### src/source/clock_pkg.sv
package clock_pkg;

    // one decimal digit, 0 to 9
    typedef logic [3:0] bcd_digit_t;

    // minute rollover, 59 wraps to 00
    localparam bcd_digit_t MINUTE_TENS_MAX  = 4'd5;
    localparam bcd_digit_t MINUTE_UNITS_MAX = 4'd9;

    localparam int SECONDS_MAX = 59;

    // 12-hour face, no zero hour
    localparam int HOUR_FIRST = 1;
    localparam int HOUR_LAST  = 12;

    // time after reset, 12:00
    localparam int RESET_HOURS   = 12;
    localparam int RESET_MINUTES = 0;

endpackage

### src/source/display_pkg.sv
package display_pkg;

    // active low, bit 0 is segment a up to bit 6 segment g
    typedef logic [6:0] segments_t;

    localparam segments_t SEG_BLANK = 7'b111_1111;

    localparam int DIGIT_COUNT = 4;

    function automatic segments_t encode_digit(input clock_pkg::bcd_digit_t digit);
        segments_t seg;
        case (digit)
            4'd0:    seg = 7'b100_0000;
            4'd1:    seg = 7'b111_1001;
            4'd2:    seg = 7'b010_0100;
            4'd3:    seg = 7'b011_0000;
            4'd4:    seg = 7'b001_1001;
            4'd5:    seg = 7'b001_0010;
            4'd6:    seg = 7'b000_0010;
            4'd7:    seg = 7'b111_1000;
            4'd8:    seg = 7'b000_0000;
            4'd9:    seg = 7'b001_0000;
            default: seg = SEG_BLANK; // not a decimal digit
        endcase
        return seg;
    endfunction

endpackage

### src/source/tick_divider.sv
`timescale 1ns/1ps

module tick_divider #(
    parameter int CYCLES_PER_SECOND = 100_000_000
) (
    input  logic clk_100mhz,
    input  logic rst,
    output logic second_tick,
    output logic blink
);

    localparam int CNT_W = $clog2(CYCLES_PER_SECOND + 1);

    logic [CNT_W-1:0] cycle_cnt;

    always_ff @(posedge clk_100mhz) begin
        if (rst) begin
            cycle_cnt   <= '0;
            second_tick <= 1'b0;
            blink       <= 1'b0;
        end else begin
            second_tick <= 1'b0;
            if (cycle_cnt == CNT_W'(CYCLES_PER_SECOND - 1)) begin
                cycle_cnt   <= '0;
                second_tick <= 1'b1; // once per wrap
            end else begin
                cycle_cnt <= cycle_cnt + 1'b1;
            end
            blink <= (cycle_cnt >= CNT_W'(CYCLES_PER_SECOND / 2)); // high in upper half
        end
    end

endmodule

### src/source/button_debouncer.sv
`timescale 1ns/1ps

module button_debouncer #(
    parameter int DEBOUNCE_CYCLES = 1_000_000
) (
    input  logic clk_100mhz,
    input  logic rst,
    input  logic btn,
    output logic press
);

    localparam int CNT_W = $clog2(DEBOUNCE_CYCLES + 1);

    logic             btn_meta;
    logic             btn_sync;
    logic             level;     // accepted button level
    logic [CNT_W-1:0] stable_cnt;

    // two-flop synchronizer
    always_ff @(posedge clk_100mhz) begin
        if (rst) begin
            btn_meta <= 1'b0;
            btn_sync <= 1'b0;
        end else begin
            btn_meta <= btn;
            btn_sync <= btn_meta;
        end
    end

    // count while the synced input disagrees with the accepted level
    always_ff @(posedge clk_100mhz) begin
        if (rst) begin
            level      <= 1'b0;
            stable_cnt <= '0;
            press      <= 1'b0;
        end else begin
            press <= 1'b0;
            if (btn_sync == level) begin
                stable_cnt <= '0; // bounced back, start over
            end else if (stable_cnt == CNT_W'(DEBOUNCE_CYCLES - 1)) begin
                level      <= btn_sync;
                stable_cnt <= '0;
                press      <= btn_sync; // rising edge of accepted level only
            end else begin
                stable_cnt <= stable_cnt + 1'b1;
            end
        end
    end

endmodule

### src/source/clock_control.sv
`timescale 1ns/1ps

module clock_control (
    input  logic clk_100mhz,
    input  logic rst,
    input  logic second_tick,
    input  logic blink,
    input  logic btn_min_press,
    input  logic btn_hr_press,
    input  logic hour_carry,
    output logic advance_min,
    output logic advance_hr,
    output logic blink_out
);

    localparam int SEC_W = $clog2(clock_pkg::SECONDS_MAX + 1);

    logic [SEC_W-1:0] sec_cnt;
    logic             sec_rollover;

    // outstanding advances, two sources per unit can land together
    logic [1:0] min_pending;
    logic [1:0] hr_pending;
    logic [1:0] min_total;
    logic [1:0] hr_total;
    logic       serve_min;
    logic       serve_hr;

    assign blink_out = blink;

    assign sec_rollover = second_tick && (sec_cnt == SEC_W'(clock_pkg::SECONDS_MAX));

    always_ff @(posedge clk_100mhz) begin
        if (rst) begin
            sec_cnt <= '0;
        end else if (second_tick) begin
            if (sec_rollover)
                sec_cnt <= '0;
            else
                sec_cnt <= sec_cnt + 1'b1;
        end
    end

    // minute wins, hour waits a cycle
    always_comb begin
        min_total = min_pending + 2'(sec_rollover) + 2'(btn_min_press);
        hr_total  = hr_pending + 2'(hour_carry) + 2'(btn_hr_press);
        serve_min = (min_total != 2'd0);
        serve_hr  = !serve_min && (hr_total != 2'd0);
    end

    always_ff @(posedge clk_100mhz) begin
        if (rst) begin
            min_pending <= 2'd0;
            hr_pending  <= 2'd0;
            advance_min <= 1'b0;
            advance_hr  <= 1'b0;
        end else begin
            min_pending <= min_total - 2'(serve_min);
            hr_pending  <= hr_total - 2'(serve_hr);
            advance_min <= serve_min;
            advance_hr  <= serve_hr;
        end
    end

endmodule

### src/source/time_counter.sv
`timescale 1ns/1ps

module time_counter (
    input  logic                  clk_100mhz,
    input  logic                  rst,
    input  logic                  advance_min,
    input  logic                  advance_hr,
    output clock_pkg::bcd_digit_t min0,
    output clock_pkg::bcd_digit_t min1,
    output clock_pkg::bcd_digit_t hr0,
    output clock_pkg::bcd_digit_t hr1,
    output logic                  hour_carry
);

    localparam clock_pkg::bcd_digit_t HR1_LAST  = 4'(clock_pkg::HOUR_LAST / 10);
    localparam clock_pkg::bcd_digit_t HR0_LAST  = 4'(clock_pkg::HOUR_LAST % 10);
    localparam clock_pkg::bcd_digit_t HR1_FIRST = 4'(clock_pkg::HOUR_FIRST / 10);
    localparam clock_pkg::bcd_digit_t HR0_FIRST = 4'(clock_pkg::HOUR_FIRST % 10);

    always_ff @(posedge clk_100mhz) begin
        if (rst) begin
            min0       <= 4'(clock_pkg::RESET_MINUTES % 10);
            min1       <= 4'(clock_pkg::RESET_MINUTES / 10);
            hr0        <= 4'(clock_pkg::RESET_HOURS % 10);
            hr1        <= 4'(clock_pkg::RESET_HOURS / 10);
            hour_carry <= 1'b0;
        end else begin
            hour_carry <= 1'b0;

            if (advance_min) begin
                if (min0 == clock_pkg::MINUTE_UNITS_MAX) begin
                    min0 <= 4'd0;
                    if (min1 == clock_pkg::MINUTE_TENS_MAX) begin
                        min1       <= 4'd0;
                        hour_carry <= 1'b1; // 59 -> 00
                    end else begin
                        min1 <= min1 + 4'd1;
                    end
                end else begin
                    min0 <= min0 + 4'd1;
                end
            end

            if (advance_hr) begin
                if (hr1 == HR1_LAST && hr0 == HR0_LAST) begin
                    hr1 <= HR1_FIRST; // 12 -> 1
                    hr0 <= HR0_FIRST;
                end else if (hr0 == 4'd9) begin
                    hr1 <= hr1 + 4'd1;
                    hr0 <= 4'd0;
                end else begin
                    hr0 <= hr0 + 4'd1;
                end
            end
        end
    end

endmodule

### src/source/display_scanner.sv
`timescale 1ns/1ps

module display_scanner #(
    parameter int SCAN_CYCLES = 100_000
) (
    input  logic                   clk_100mhz,
    input  logic                   rst,
    input  clock_pkg::bcd_digit_t  min0,
    input  clock_pkg::bcd_digit_t  min1,
    input  clock_pkg::bcd_digit_t  hr0,
    input  clock_pkg::bcd_digit_t  hr1,
    output display_pkg::segments_t min0_out,
    output display_pkg::segments_t min1_out,
    output display_pkg::segments_t hr0_out,
    output display_pkg::segments_t hr1_out
);

    localparam int SCAN_W = $clog2(SCAN_CYCLES + 1);
    localparam int SEL_W  = $clog2(display_pkg::DIGIT_COUNT);

    // scan order, units of minutes first
    localparam logic [SEL_W-1:0] SEL_MIN0 = SEL_W'(0);
    localparam logic [SEL_W-1:0] SEL_MIN1 = SEL_W'(1);
    localparam logic [SEL_W-1:0] SEL_HR0  = SEL_W'(2);
    localparam logic [SEL_W-1:0] SEL_HR1  = SEL_W'(3);

    logic [SCAN_W-1:0]      scan_cnt;
    logic [SEL_W-1:0]       digit_sel;
    clock_pkg::bcd_digit_t  sel_digit;
    display_pkg::segments_t sel_segments;

    always_ff @(posedge clk_100mhz) begin
        if (rst) begin
            scan_cnt  <= '0;
            digit_sel <= SEL_MIN0;
        end else if (scan_cnt == SCAN_W'(SCAN_CYCLES - 1)) begin
            scan_cnt <= '0;
            if (digit_sel == SEL_W'(display_pkg::DIGIT_COUNT - 1))
                digit_sel <= SEL_MIN0;
            else
                digit_sel <= digit_sel + 1'b1;
        end else begin
            scan_cnt <= scan_cnt + 1'b1;
        end
    end

    // one shared encoder for all four digits
    always_comb begin
        case (digit_sel)
            SEL_MIN0: sel_digit = min0;
            SEL_MIN1: sel_digit = min1;
            SEL_HR0:  sel_digit = hr0;
            default:  sel_digit = hr1;
        endcase
        if (digit_sel == SEL_HR1 && hr1 == 4'd0)
            sel_segments = display_pkg::SEG_BLANK; // no leading zero on hours
        else
            sel_segments = display_pkg::encode_digit(sel_digit);
    end

    always_ff @(posedge clk_100mhz) begin
        if (rst) begin
            min0_out <= display_pkg::SEG_BLANK;
            min1_out <= display_pkg::SEG_BLANK;
            hr0_out  <= display_pkg::SEG_BLANK;
            hr1_out  <= display_pkg::SEG_BLANK;
        end else begin
            case (digit_sel)
                SEL_MIN0: min0_out <= sel_segments;
                SEL_MIN1: min1_out <= sel_segments;
                SEL_HR0:  hr0_out  <= sel_segments;
                default:  hr1_out  <= sel_segments;
            endcase
        end
    end

endmodule

### src/source/clock_top.sv
`timescale 1ns/1ps

module clock_top #(
    parameter int CYCLES_PER_SECOND = 100_000_000,
    parameter int DEBOUNCE_CYCLES   = 1_000_000,
    parameter int SCAN_CYCLES       = 100_000
) (
    input  logic                   clk_100mhz,
    input  logic                   rst,
    input  logic                   btn_min,   // right button
    input  logic                   btn_hr,    // left button
    output logic                   blink,     // seconds LED
    output display_pkg::segments_t min0_out,
    output display_pkg::segments_t min1_out,
    output display_pkg::segments_t hr0_out,
    output display_pkg::segments_t hr1_out
);

    logic                  second_tick;
    logic                  blink_raw;
    logic                  btn_min_press;
    logic                  btn_hr_press;
    logic                  advance_min;
    logic                  advance_hr;
    logic                  hour_carry;
    clock_pkg::bcd_digit_t min0;
    clock_pkg::bcd_digit_t min1;
    clock_pkg::bcd_digit_t hr0;
    clock_pkg::bcd_digit_t hr1;

    tick_divider #(
        .CYCLES_PER_SECOND(CYCLES_PER_SECOND)
    ) i_tick_divider (
        .clk_100mhz (clk_100mhz),
        .rst        (rst),
        .second_tick(second_tick),
        .blink      (blink_raw)
    );

    button_debouncer #(
        .DEBOUNCE_CYCLES(DEBOUNCE_CYCLES)
    ) i_debounce_min (
        .clk_100mhz(clk_100mhz),
        .rst       (rst),
        .btn       (btn_min),
        .press     (btn_min_press)
    );

    button_debouncer #(
        .DEBOUNCE_CYCLES(DEBOUNCE_CYCLES)
    ) i_debounce_hr (
        .clk_100mhz(clk_100mhz),
        .rst       (rst),
        .btn       (btn_hr),
        .press     (btn_hr_press)
    );

    clock_control i_clock_control (
        .clk_100mhz   (clk_100mhz),
        .rst          (rst),
        .second_tick  (second_tick),
        .blink        (blink_raw),
        .btn_min_press(btn_min_press),
        .btn_hr_press (btn_hr_press),
        .hour_carry   (hour_carry),
        .advance_min  (advance_min),
        .advance_hr   (advance_hr),
        .blink_out    (blink)
    );

    time_counter i_time_counter (
        .clk_100mhz (clk_100mhz),
        .rst        (rst),
        .advance_min(advance_min),
        .advance_hr (advance_hr),
        .min0       (min0),
        .min1       (min1),
        .hr0        (hr0),
        .hr1        (hr1),
        .hour_carry (hour_carry)
    );

    display_scanner #(
        .SCAN_CYCLES(SCAN_CYCLES)
    ) i_display_scanner (
        .clk_100mhz(clk_100mhz),
        .rst       (rst),
        .min0      (min0),
        .min1      (min1),
        .hr0       (hr0),
        .hr1       (hr1),
        .min0_out  (min0_out),
        .min1_out  (min1_out),
        .hr0_out   (hr0_out),
        .hr1_out   (hr1_out)
    );

endmodule

### config.mk
export PLATFORM = sky130hd
export DESIGN_NAME = clock_top
export DESIGN_NICKNAME = d
export VERILOG_FILES = /design/src/source/clock_pkg.sv /design/src/source/display_pkg.sv /design/src/source/tick_divider.sv /design/src/source/button_debouncer.sv /design/src/source/clock_control.sv /design/src/source/time_counter.sv /design/src/source/display_scanner.sv /design/src/source/clock_top.sv
export SDC_FILE = /design/constraint.sdc
export NUM_CORES = 1
export LEC_CHECK = 0
export BUFFER_PORTS_ARGS = -buffer_cell sky130_fd_sc_hd__buf_2
export CORE_AREA = 4 4 104 125
export DETAILED_ROUTE_END_ITERATION = 12
export DIE_AREA = 0 0 108 129
export PLACE_DENSITY = 0.78
export RECOVER_POWER = 50
export SLEW_MARGIN = 40
export SYNTH_ARGS = -nofsm -noshare
export SYNTH_HDL_FRONTEND = slang
export SYNTH_HIERARCHICAL = 1
export SYNTH_SLANG_ARGS = --single-unit
### constraint.sdc
create_clock -name clk_100mhz -period 2.6 [get_ports clk_100mhz]
set_clock_uncertainty 0.1 [all_clocks]
set_input_delay 0 -clock clk_100mhz [delete_from_list [all_inputs] [get_ports clk_100mhz]]
set_output_delay 0 -clock clk_100mhz [all_outputs]
set_load 0.02 [all_outputs]
### Yosys cells after proc, flatten, opt, wreduce, memory -nomap -nowiden

Memories as Yosys holds them, arrays and structs flattened.
Index checks and enable logic that the tools add are counted.

* ROM bits: 112
* memories kept: 1
* bits in latches: 0
* RAM bits: 0
* bits in registers: 153

Memories
* (name not given): words 16, width 7, rd ports 1, clocked after memory_dff 0, write ports 0, RTL line display_pkg.sv:12 `case (digit)`

* add/sub/neg operators: 16
* magnitude comparators: 1
* muxes and demuxes: 12
* div/mod/pow operators: 0
* bitwise gates (word level): 6
* multiply operators: 0
* equal/unequal tests: 15
* reduce and logical (&&, ||, !) cells: 22
* shift operators: 0

Operators by type and width (number)
* $add A20 B1 Y20 const B: 2
* $eq A20 B20 Y1 const B: 2
* $add A27 B1 Y27 const B: 1
* $eq A27 B27 Y1 const B: 1
* $ge A27 B26 Y1 const B: 1
* $mux W4: 6
* $reduce_or A3 Y1: 6
* $add A17 B1 Y17 const B: 1
* $eq A17 B17 Y1 const B: 1
* $add A4 B1 Y4 const B: 4
* $pmux W4 S3: 1
* $add A2 B1 Y2: 4
* $eq A4 B4 Y1 const B: 2
* $reduce_and A2 Y1: 4
* $mux W7: 1
* $add A6 B1 Y6 const B: 1
* $eq A6 B6 Y1 const B: 1
* $mux W6: 1
* $not A1 Y1: 6
* $reduce_bool A2 Y1: 3
* $eq A2 B2 Y1 const B: 2
* $eq A4 B1 Y1 const B: 1
* $eq A4 B2 Y1 const B: 1
* $eq A4 B3 Y1 const B: 1
* other kinds (11): 18

### Longest topological paths before layout

Gate-level depths: netlist of the first run.

* depth in word-level cells: 8
* mapped depth: 9
* gate-level depth less buffers: 9

### Cells and area by module

The synthesis of the first run kept the hierarchy.

Modules (own cells, without submodules)
* button_debouncer: times used 2, area each 1078.5 µm², cells an instance 124
* display_scanner: times used 1, area each 2132.0 µm², cells an instance 236
* tick_divider: times used 1, area each 1400.1 µm², cells an instance 163
* time_counter: times used 1, area each 808.3 µm², cells an instance 85
* clock_control: times used 1, area each 559.3 µm², cells an instance 57

### Worst setup path before layout of the first run

No wires, ideal clock.

* path kind: register to register
* start point: register i_clock_control.sec_cnt[0]
* end point: register i_clock_control.hr_pending[1]
* cell stages (with the launch flop): 9
* path slack: 0.326 ns
* path buffers: 0
* period minus slack after synthesis: 2.274 ns
* setup time: 0.128 ns
* arrival: 2.046 ns
* cells stage by stage: dfxtp_1 > ha_1 > nand2_1 > nor3_1 > fa_1 > a211oi_1 > ha_1 > xor2_1 > nor2_1

* longest elaborated chain between the ends: 8

RTL lines
* from (decl): RTL line clock_control.sv:18 `logic [SEC_W-1:0] sec_cnt;`
* from (signal assigned): RTL line clock_control.sv:40 `sec_cnt <= sec_cnt + 1'b1;`
* $eq A6 B6 Y1: RTL line clock_control.sv:31 `assign sec_rollover = second_tick && (sec_cnt == SEC_W'(clock_pkg::SECONDS_MAX));`
* $logic_and A1 B1 Y1: RTL line clock_control.sv:31
* $add A2 B1 Y2 (2 in series): RTL line clock_control.sv:46 `min_total = min_pending + 2'(sec_rollover) + 2'(btn_min_press);`
* $reduce_bool A2 Y1: RTL line clock_control.sv:48 `serve_min = (min_total != 2'd0);`
* $logic_not A1 Y1: RTL line clock_control.sv:49 `serve_hr = !serve_min && (hr_total != 2'd0);`
* $logic_and A1 B1 Y1: RTL line clock_control.sv:49
* net i_clock_control.serve_hr: RTL line clock_control.sv:27 `logic serve_hr;`
* $sub A2 B1 Y2: RTL line clock_control.sv:60 `hr_pending <= hr_total - 2'(serve_hr);`
* to (signal assigned): RTL line clock_control.sv:60
* to (decl): RTL line clock_control.sv:23 `logic [1:0] hr_pending;`

The timed path passes the listed nets, and every way through them passes these cells.
A chain may end at the register's enable or synchronous reset.

### Final worst setup path of the first run

* start point: register i_time_counter.hr1[1]
* end point: register i_time_counter.hr1[3]

* longest elaborated chain between the ends: 4
* elaborated cells on any way between the ends: 7

RTL lines
* from (decl): RTL line time_counter.sv:11 `output clock_pkg::bcd_digit_t hr1,`
* from (signal assigned): RTL line time_counter.sv:25 `hr1 <= 4'(clock_pkg::RESET_HOURS / 10);`
* from (signal assigned): RTL line time_counter.sv:49 `hr1 <= hr1 + 4'd1;`
* branches (longest 4 deep; another with $add A4 B1 Y4)

Parallel ways; which one is timed is not known. The select of a mux whose other input is x is not followed.

==> results by group, run 1 <==
Placed design
  • Post-DP HPWL: around 10000 um
  • Port bufs: 32
  • Gpl congestion: between 0.8 and 0.9

Yosys
  • Ys async rst share: 0%
  • Synth Area per Inst: around 8.9 um2
  • Top-area cell type share of the netlist area: a little over two fifths
  • Ys Warns: 6
  • Synth Instances: just under 800
  • Yosys reg bits: about 150
  • Largest cells by area after synthesis: dfxtp_1 (43%), xnor2_1 (5.5%), nor2_1 (5.1%)
  • Prevailing post-synth register cell: dfxtp_1
  • Sequential fraction of the synthesis area: between 40% and 50%
  • Post-Syn Area: a little over 7000 um2
  • Cell taking the most area after synthesis: dfxtp_1
  • Post-synth EDFFs: 0
  • Syn nets: around 810
  • Synth unique cells: between 70 and 80

Pwr
  • Static leakage: 2.60 nW
  • Worst vdd ir: ~0.00057 V
  • Pwr Total: a little over 0.005 W
  • Pwr Density: around 640 nW/um2

Hold path
  • Min-Delay Path Class: in -> reg
  • WHS Path Cells: 3

Worst setup path
  • Top Family by Delay on Critical Path: simple AND/OR/NAND/NOR gates
  • Stages on worst setup path: 6
  • Worst setup path class: reg -> reg
  • Critical Path RT: between 2 and 3 ns
  • Worst Setup Start Kind: register
  • CP endpoint kind: register
  • R2R depth: 6
  • Crit-path max FO: 5
  • CP max stage delay: 0.70 ns
  • Slowest-stage cell, CP: nor4b_1
  • Buf/Inv on CP: 1
  • Arr. time, crit path: 2.71 ns
  • CP Cell Sequence: inv_1 > ha_1 > or4b_1 > nor4b_1 > o2111ai_1 > mux2_1

Clock network
  • CTS Root Buffer Type: clkbuf_16
  • Clock latency on the worst-skew pair: between 0.4 and 0.5 ns
  • Clock Path Buffers: 2
  • Setup bufs post-CTS: 0
  • Clock tree sinks: around 150
  • CTS tree: done
  • Clock transition at path regs: approximately 0.06 ns
  • CTS HTree Levels: 4
  • CTS Buf Count: 17

Timing
  • Relative slew margins: -3.51%
  • Final hold slack: around 0.24 ns
  • RSZ-0062 raised after global routing: true
  • Min Clock Period, post-route: around 2.5 ns
  • Max Slew Vio Count: 37
  • Final hold vios: 0
  • Peak Freq: about 400 MHz
  • Actual slew at the worst max-slew pin: 1.55 ns
  • Period utilisation layout: 96.3%
  • Setup violators final: 0

Outcome
  • Violated checks: max-capacitance violations, max-slew violations
  • Status: finished, violations left

Floorplanning
  • Core Box Area: ~12,000 um2
  • Die area: about 14,000 um2
  • Io pins: 33
  • Die X: between 100 and 150 um
  • Starting Density: between 60% and 70%
  • Cell Rows: 43
  • Die Y-Extent: roughly 130 um

Detailed routing
  • # DRC: 0
  • Routed WL: 14,200 um
  • Final ANT Viol Nets: 0
  • Routed vias/inst: 5.79
  • Wirelength per Cell: between 10 and 15 um
  • Drt first pass iters: 7
  • Initial drt markers: approximately 340
  • Via count: about 5,800

Cells and area
  • Synth-to-Final Area Change: 12.7%
  • # nets final: between 800 and 900
  • Fillers: slightly below 1,000
  • Inserted Diodes: 0
  • Most common cell after layout, fill and taps aside: dfxtp_1
  • Most frequent cells in the layout: dfxtp_1 (153), nor2_1 (95), nand2_1 (47)
  • Fraction of layout cells with a size suffix above 1: under 10%

Job
  • Max_cap viols: 1

Global routing
  • Initial antenna violation count: 0
  • Grt total ovfl: 0
  • Tot GR Track Use: 21.6%
  • Vias in the first global route: 5,640
  • Largest net degree at the start of global routing: 37
  • Global-route wire length before repair: around 25,000 um
==> cells in the mapped netlist, types with 9 or more instances <==
| cell | instances |
|---|---|
| nor4_1 | 16 |
| a31oi_1 | 22 |
| nand2b_1 | 10 |
| nand4_1 | 19 |
| inv_1 | 34 |
| nor2_1 | 95 |
| nor3_1 | 44 |
| nor2b_1 | 16 |
| or3_1 | 12 |
| mux2i_1 | 9 |
| xnor2_1 | 44 |
| clkbuf_1 | 16 |
| nand3_1 | 32 |
| o31ai_1 | 9 |
| or4_1 | 9 |
| a21oi_1 | 37 |
| nand2_1 | 47 |
| o21ai_0 | 15 |
| ha_1 | 16 |
| dfxtp_1 | 153 |
| xor2_1 | 24 |
==> final cells by class <==
type | count | area [um2] | share of cell area [%]
inverter | 35 | 131 | 1.65
multi-input combinational | 575 | 3730 | 46.9
timing repair buffer | 48 | 253 | 3.18
clock buffer | 20 | 467 | 5.87
tap | 157 | 196 | 2.47
sequential | 153 | 3060 | 38.5
clock inverter | 12 | 116 | 1.46
==> metal layers <==
metal / global-route usage (%) / part of all wire, % / wire length (um) / vias up
met3: 4.67 / 3.4 / 484 / 26
li1: - / - / - / 2901
met2: 39.2 / 51 / 7270 / 105
met4: 9.14 / 2.1 / 292 / 0
met1: 24.4 / 43 / 6160 / 2756
met5: 0 / 0 / 0 / -
==> what timing repair did <==
item                                    4_1_cts  5_1_grt
hold endpoints to repair                     11        0
hold buffers                                  4        0
resized for setup                             0        5
endpoints found under the setup margin        0       11
==> through the flow <==
step / util (%) / setup slack (ns) / instance area [um2] / cells / TNS [ns]
after floorplan: - / 0.326 / 7060 / 789 / 0
after global placement: 63.1 / 0.291 / 7370 / 964 / 0
after detailed placement: 63.1 / 0.206 / 7370 / 964 / 0
after CTS: 68.4 / 0.0161 / 7990 / 1000 / 0
after global routing: 68.1 / -0.0305 / 7950 / 1000 / -0.114
final: 68.1 / 0.0954 / 7950 / 1000 / 0
==> worst min-delay path: stages <==
cell,delay (ns)
dlygate4sd3_1,0.52
buf_2,0.09
nor2b_1,0.11
==> cell families after synthesis <==
family                     synth area share (%)
xor gates and xnor gates                   8.44
DFF                                        43.4
AOI/OAI and AO/OA                          11.0
muxes                                      1.81
buffers and inverters                      3.78
adders and majority gates                  3.40
and+or+nand+nor                            28.1
==> state kept, by name (all words and copies together) (netlist names), 6 cells and up <==
signal                      count
i_debounce_hr/stable_cnt       20
i_debounce_min/stable_cnt      20
i_display_scanner/hr1_out       7
i_display_scanner/scan_cnt     17
i_display_scanner/min1_out      7
i_display_scanner/hr0_out       7
i_display_scanner/min0_out      7
i_tick_divider/cycle_cnt       27
i_clock_control/sec_cnt         6
==> power breakdown <==
group / total [W] / internal (W) / switching, W
clock: 0.00238 / 0.00140 / 0.000984
sequential: 0.00246 / 0.00240 / 0.0000555
combinational: 0.000224 / 0.0000986 / 0.000126
==> worst paths after layout <==
kind                                 startpoint                                  to  slack, ns
max          i_time_counter/hr1[1]$_SDFFE_PP0P_  i_time_counter/hr1[3]$_SDFFE_PP0P_        0.1
min                                     btn_min  i_debounce_min/btn_meta$_SDFF_PP0_       0.24
max reg2reg  i_time_counter/hr1[1]$_SDFFE_PP0P_  i_time_counter/hr1[3]$_SDFFE_PP0P_        0.1
min reg2reg   i_debounce_hr/btn_meta$_SDFF_PP0_   i_debounce_hr/btn_sync$_SDFF_PP0_       0.34
No activity file was read; power rests on OpenSTA's default activity.
==> run 2: changes to the inputs <==
- clock period: 2.6 -> 2.4 ns (I/O delays scaled with it)
==> run 2 against run 1 <==
- the run still ends with max-capacitance violations, max-slew violations left
- critical endpoint is now i_display_scanner/hr0_out[6]$_SDFFE_PP1N_
- clock-buffer cell count unchanged
- sequential share of layout area down 0.41 points
- sequential cell count unchanged
- critical path type unchanged
- routed wire length up 3.9%
- cell area up 1.1%
- non-clock buffer count up 5
==> results by group, run 2 (same netlist as run 1, synthesis figures left out) <==
Pwr
  • Static leakage: ~2.6 nW
  • Pwr Density: approximately 690 nW/um2
  • Pwr Total: ~0.0055 W
  • Worst vdd ir: between 0.0005 and 0.0006 V

Cells and area
  • Fillers: 980
  • Most frequent cells in the layout: dfxtp_1 (151), nor2_1 (93), nand2_1 (47)
  • Most common cell after layout, fill and taps aside: dfxtp_1
  • Final Util: ~69%
  • Reg area: ~3000 um2
  • Fraction of layout cells with a size suffix above 1: a little under an eighth
  • Multi-input logic area: between 3000 and 4000 um2
  • Largest regs: i_tick_divider/cycle_cnt x27, i_debounce_hr/stable_cnt x20, i_debounce_min/stable_cnt x20
  • Synth-to-Final Area Change: 14.0%
  • # nets final: ~860
  • Top reg by flops: i_tick_divider/cycle_cnt
  • Inserted Diodes: 0
  • Max reg flops: 27

Worst setup path
  • Crit path top cell by count: ha_2
  • CP Cell Sequence: inv_1 > ha_2 > a222oi_1 > mux2i_2 > ha_2 > mux2i_1 > a21oi_2 > a211o_1
  • R2R Path End: i_display_scanner/hr0_out[6]$_SDFFE_PP1N_
  • Worst Setup Start Kind: register
  • CP endpoint kind: register
  • Buf/Inv on CP: 1
  • Critical Path RT: 2.61 ns
  • RR Startpoint: i_display_scanner/digit_sel[0]$_SDFFE_PP0N_
  • Critical Path Source: i_display_scanner/digit_sel[0]$_SDFFE_PP0N_
  • Top Family by Delay on Critical Path: compound AO/OA/AOI/OAI gates
  • CP max stage delay: 0.42 ns
  • Worst setup path class: reg -> reg
  • Slowest-stage cell, CP: a222oi_1
  • R2R depth: 8
  • Crit-path max FO: 6
  • Arr. time, crit path: 2.54 ns
  • FF-to-FF setup slack: between 0.07 and 0.08 ns

Global routing
  • Initial antenna violation count: 0
  • Grt total ovfl: 0
  • Tot GR Track Use: 21.5%
  • Global-route wire length before repair: 24,700 um
  • Vias in the first global route: 5,673
  • Largest net degree at the start of global routing: 45

Placed design
  • Gpl congestion: about 0.8
  • Post-DP HPWL: 9850 um
  • Port bufs: 32

Floorplanning
  • Die area: 13,900 um2
  • Cell Rows: 43
  • Die Y-Extent: 129 um
  • Io pins: 33
  • Core Box Area: ~12,000 um2
  • Starting Density: between 60% and 70%
  • Die X: approximately 110 um

Timing
  • Setup TNS: 0 ns
  • Setup violators final: 0
  • Relative slew margins: -26.0%
  • Final hold slack: roughly 0.22 ns
  • Final hold vios: 0
  • Max Slew Vio Count: 45
  • Period utilisation layout: slightly below 100%
  • Actual slew at the worst max-slew pin: 1.89 ns
  • Peak Freq: around 430 MHz
  • Min Clock Period, post-route: ~2.3 ns

Outcome
  • Violated checks: max-capacitance violations, max-slew violations
  • Status: finished, violations left

Clock network
  • Clock latency on the worst-skew pair: ~0.42 ns
  • CTS Root Buffer Type: clkbuf_16
  • CTS HTree Levels: 4
  • CTS Buf Count: 17
  • CTS tree: done
  • Clock tree sinks: roughly 150
  • Clock Path Buffers: 2
  • Clock transition at path regs: about 0.06 ns

Hold path
  • Hold_sp: btn_min
  • Worst hold path endpoint: i_debounce_min/btn_meta$_SDFF_PP0_
  • WHS Path Cells: 3
  • Min-Delay Path Class: in -> reg

Detailed routing
  • Initial drt markers: 363
  • Metal1 wirelength: 6240 um
  • Routed vias/inst: 5.90
  • Wirelength per Cell: about 15 um
  • Routed WL: 14,700 um
  • Top sig layer: met4
  • Drt first pass iters: 5
  • Via count: 5,928
  • Metal3 WL: ~500 um
  • Met2 wire length: approximately 7700 um
  • # DRC: 0
  • Final ANT Viol Nets: 0

Job
  • Max_cap viols: 1
-- run 2: worst reg2reg max path: cells and delay by family, from the launching register on --
family,cells,cell delay [ns]
AO/OA/AOI/OAI,3,0.85
adder cells (fa/ha/maj),2,0.45
multiplexers,2,0.38
flip-flops,1,0.37
buffers and inverters,1,0.07
-- run 2: worst max-delay path by stage --
stage                                                      to  cells after the start  slack, ns
floorplan            i_clock_control/hr_pending[1]$_SDFF_PP0_                      8       0.13
global placement     i_clock_control/hr_pending[1]$_SDFF_PP0_                      8       0.14
detailed placement  i_display_scanner/hr1_out[2]$_SDFFE_PP1P_                      8       0.04
CTS                 i_display_scanner/hr1_out[2]$_SDFFE_PP1P_                      8       0.03
global route        i_display_scanner/hr1_out[5]$_SDFFE_PP1P_                      8      -0.05
finish              i_display_scanner/hr0_out[6]$_SDFFE_PP1N_                      8       0.07
-- run 2: area by class of cell --
cell class                 count  share of cell area [%]
multi-input combinational    575                    47.1
sequential                   153                    38.1
clock buffer                  20                    5.80
timing repair buffer          53                    3.55
tap                          157                    2.44
inverter                      35                    1.63
clock inverter                12                    1.42
-- run 2: repair_timing --
item                                   4_1_cts  5_1_grt
hold buffers                                 2        0
buffers inserted                             0        2
endpoints found under the hold margin        2        0
setup endpoints to repair                    0       26
resized for setup                            0       19
-- run 2: metal layers --
| metal | vias to the layer above | global-route usage [%] |
|---|---|---|
| li1 | 2911 | - |
| met1 | 2851 | 24.6 |
| met2 | 126 | 38.8 |
| met3 | 40 | 4.37 |
| met4 | 0 | 8.77 |
| met5 | - | 0 |
-- run 2: power breakdown --
group | internal (W) | leakage, nW | switching (W) | total [W]
Sequential | 0.00260 | 1.24 | 0.0000650 | 0.00267
Clock | 0.00152 | 0.276 | 0.00106 | 0.00258
Combinational | 0.000119 | 1.12 | 0.000150 | 0.000269
Total | 0.00424 | 2.64 | 0.00128 | 0.00551
-- run 2: through the flow --
stage          cells  worst slack [ns]  cell area, um2
6_report        1005            0.0718            8050
5_1_grt         1005           -0.0471            8050
4_1_cts         1003            0.0303            8010
3_5_place_dp     969            0.0413            7410
3_3_place_gp     969             0.141            7410
2_1_floorplan    789             0.126            7060
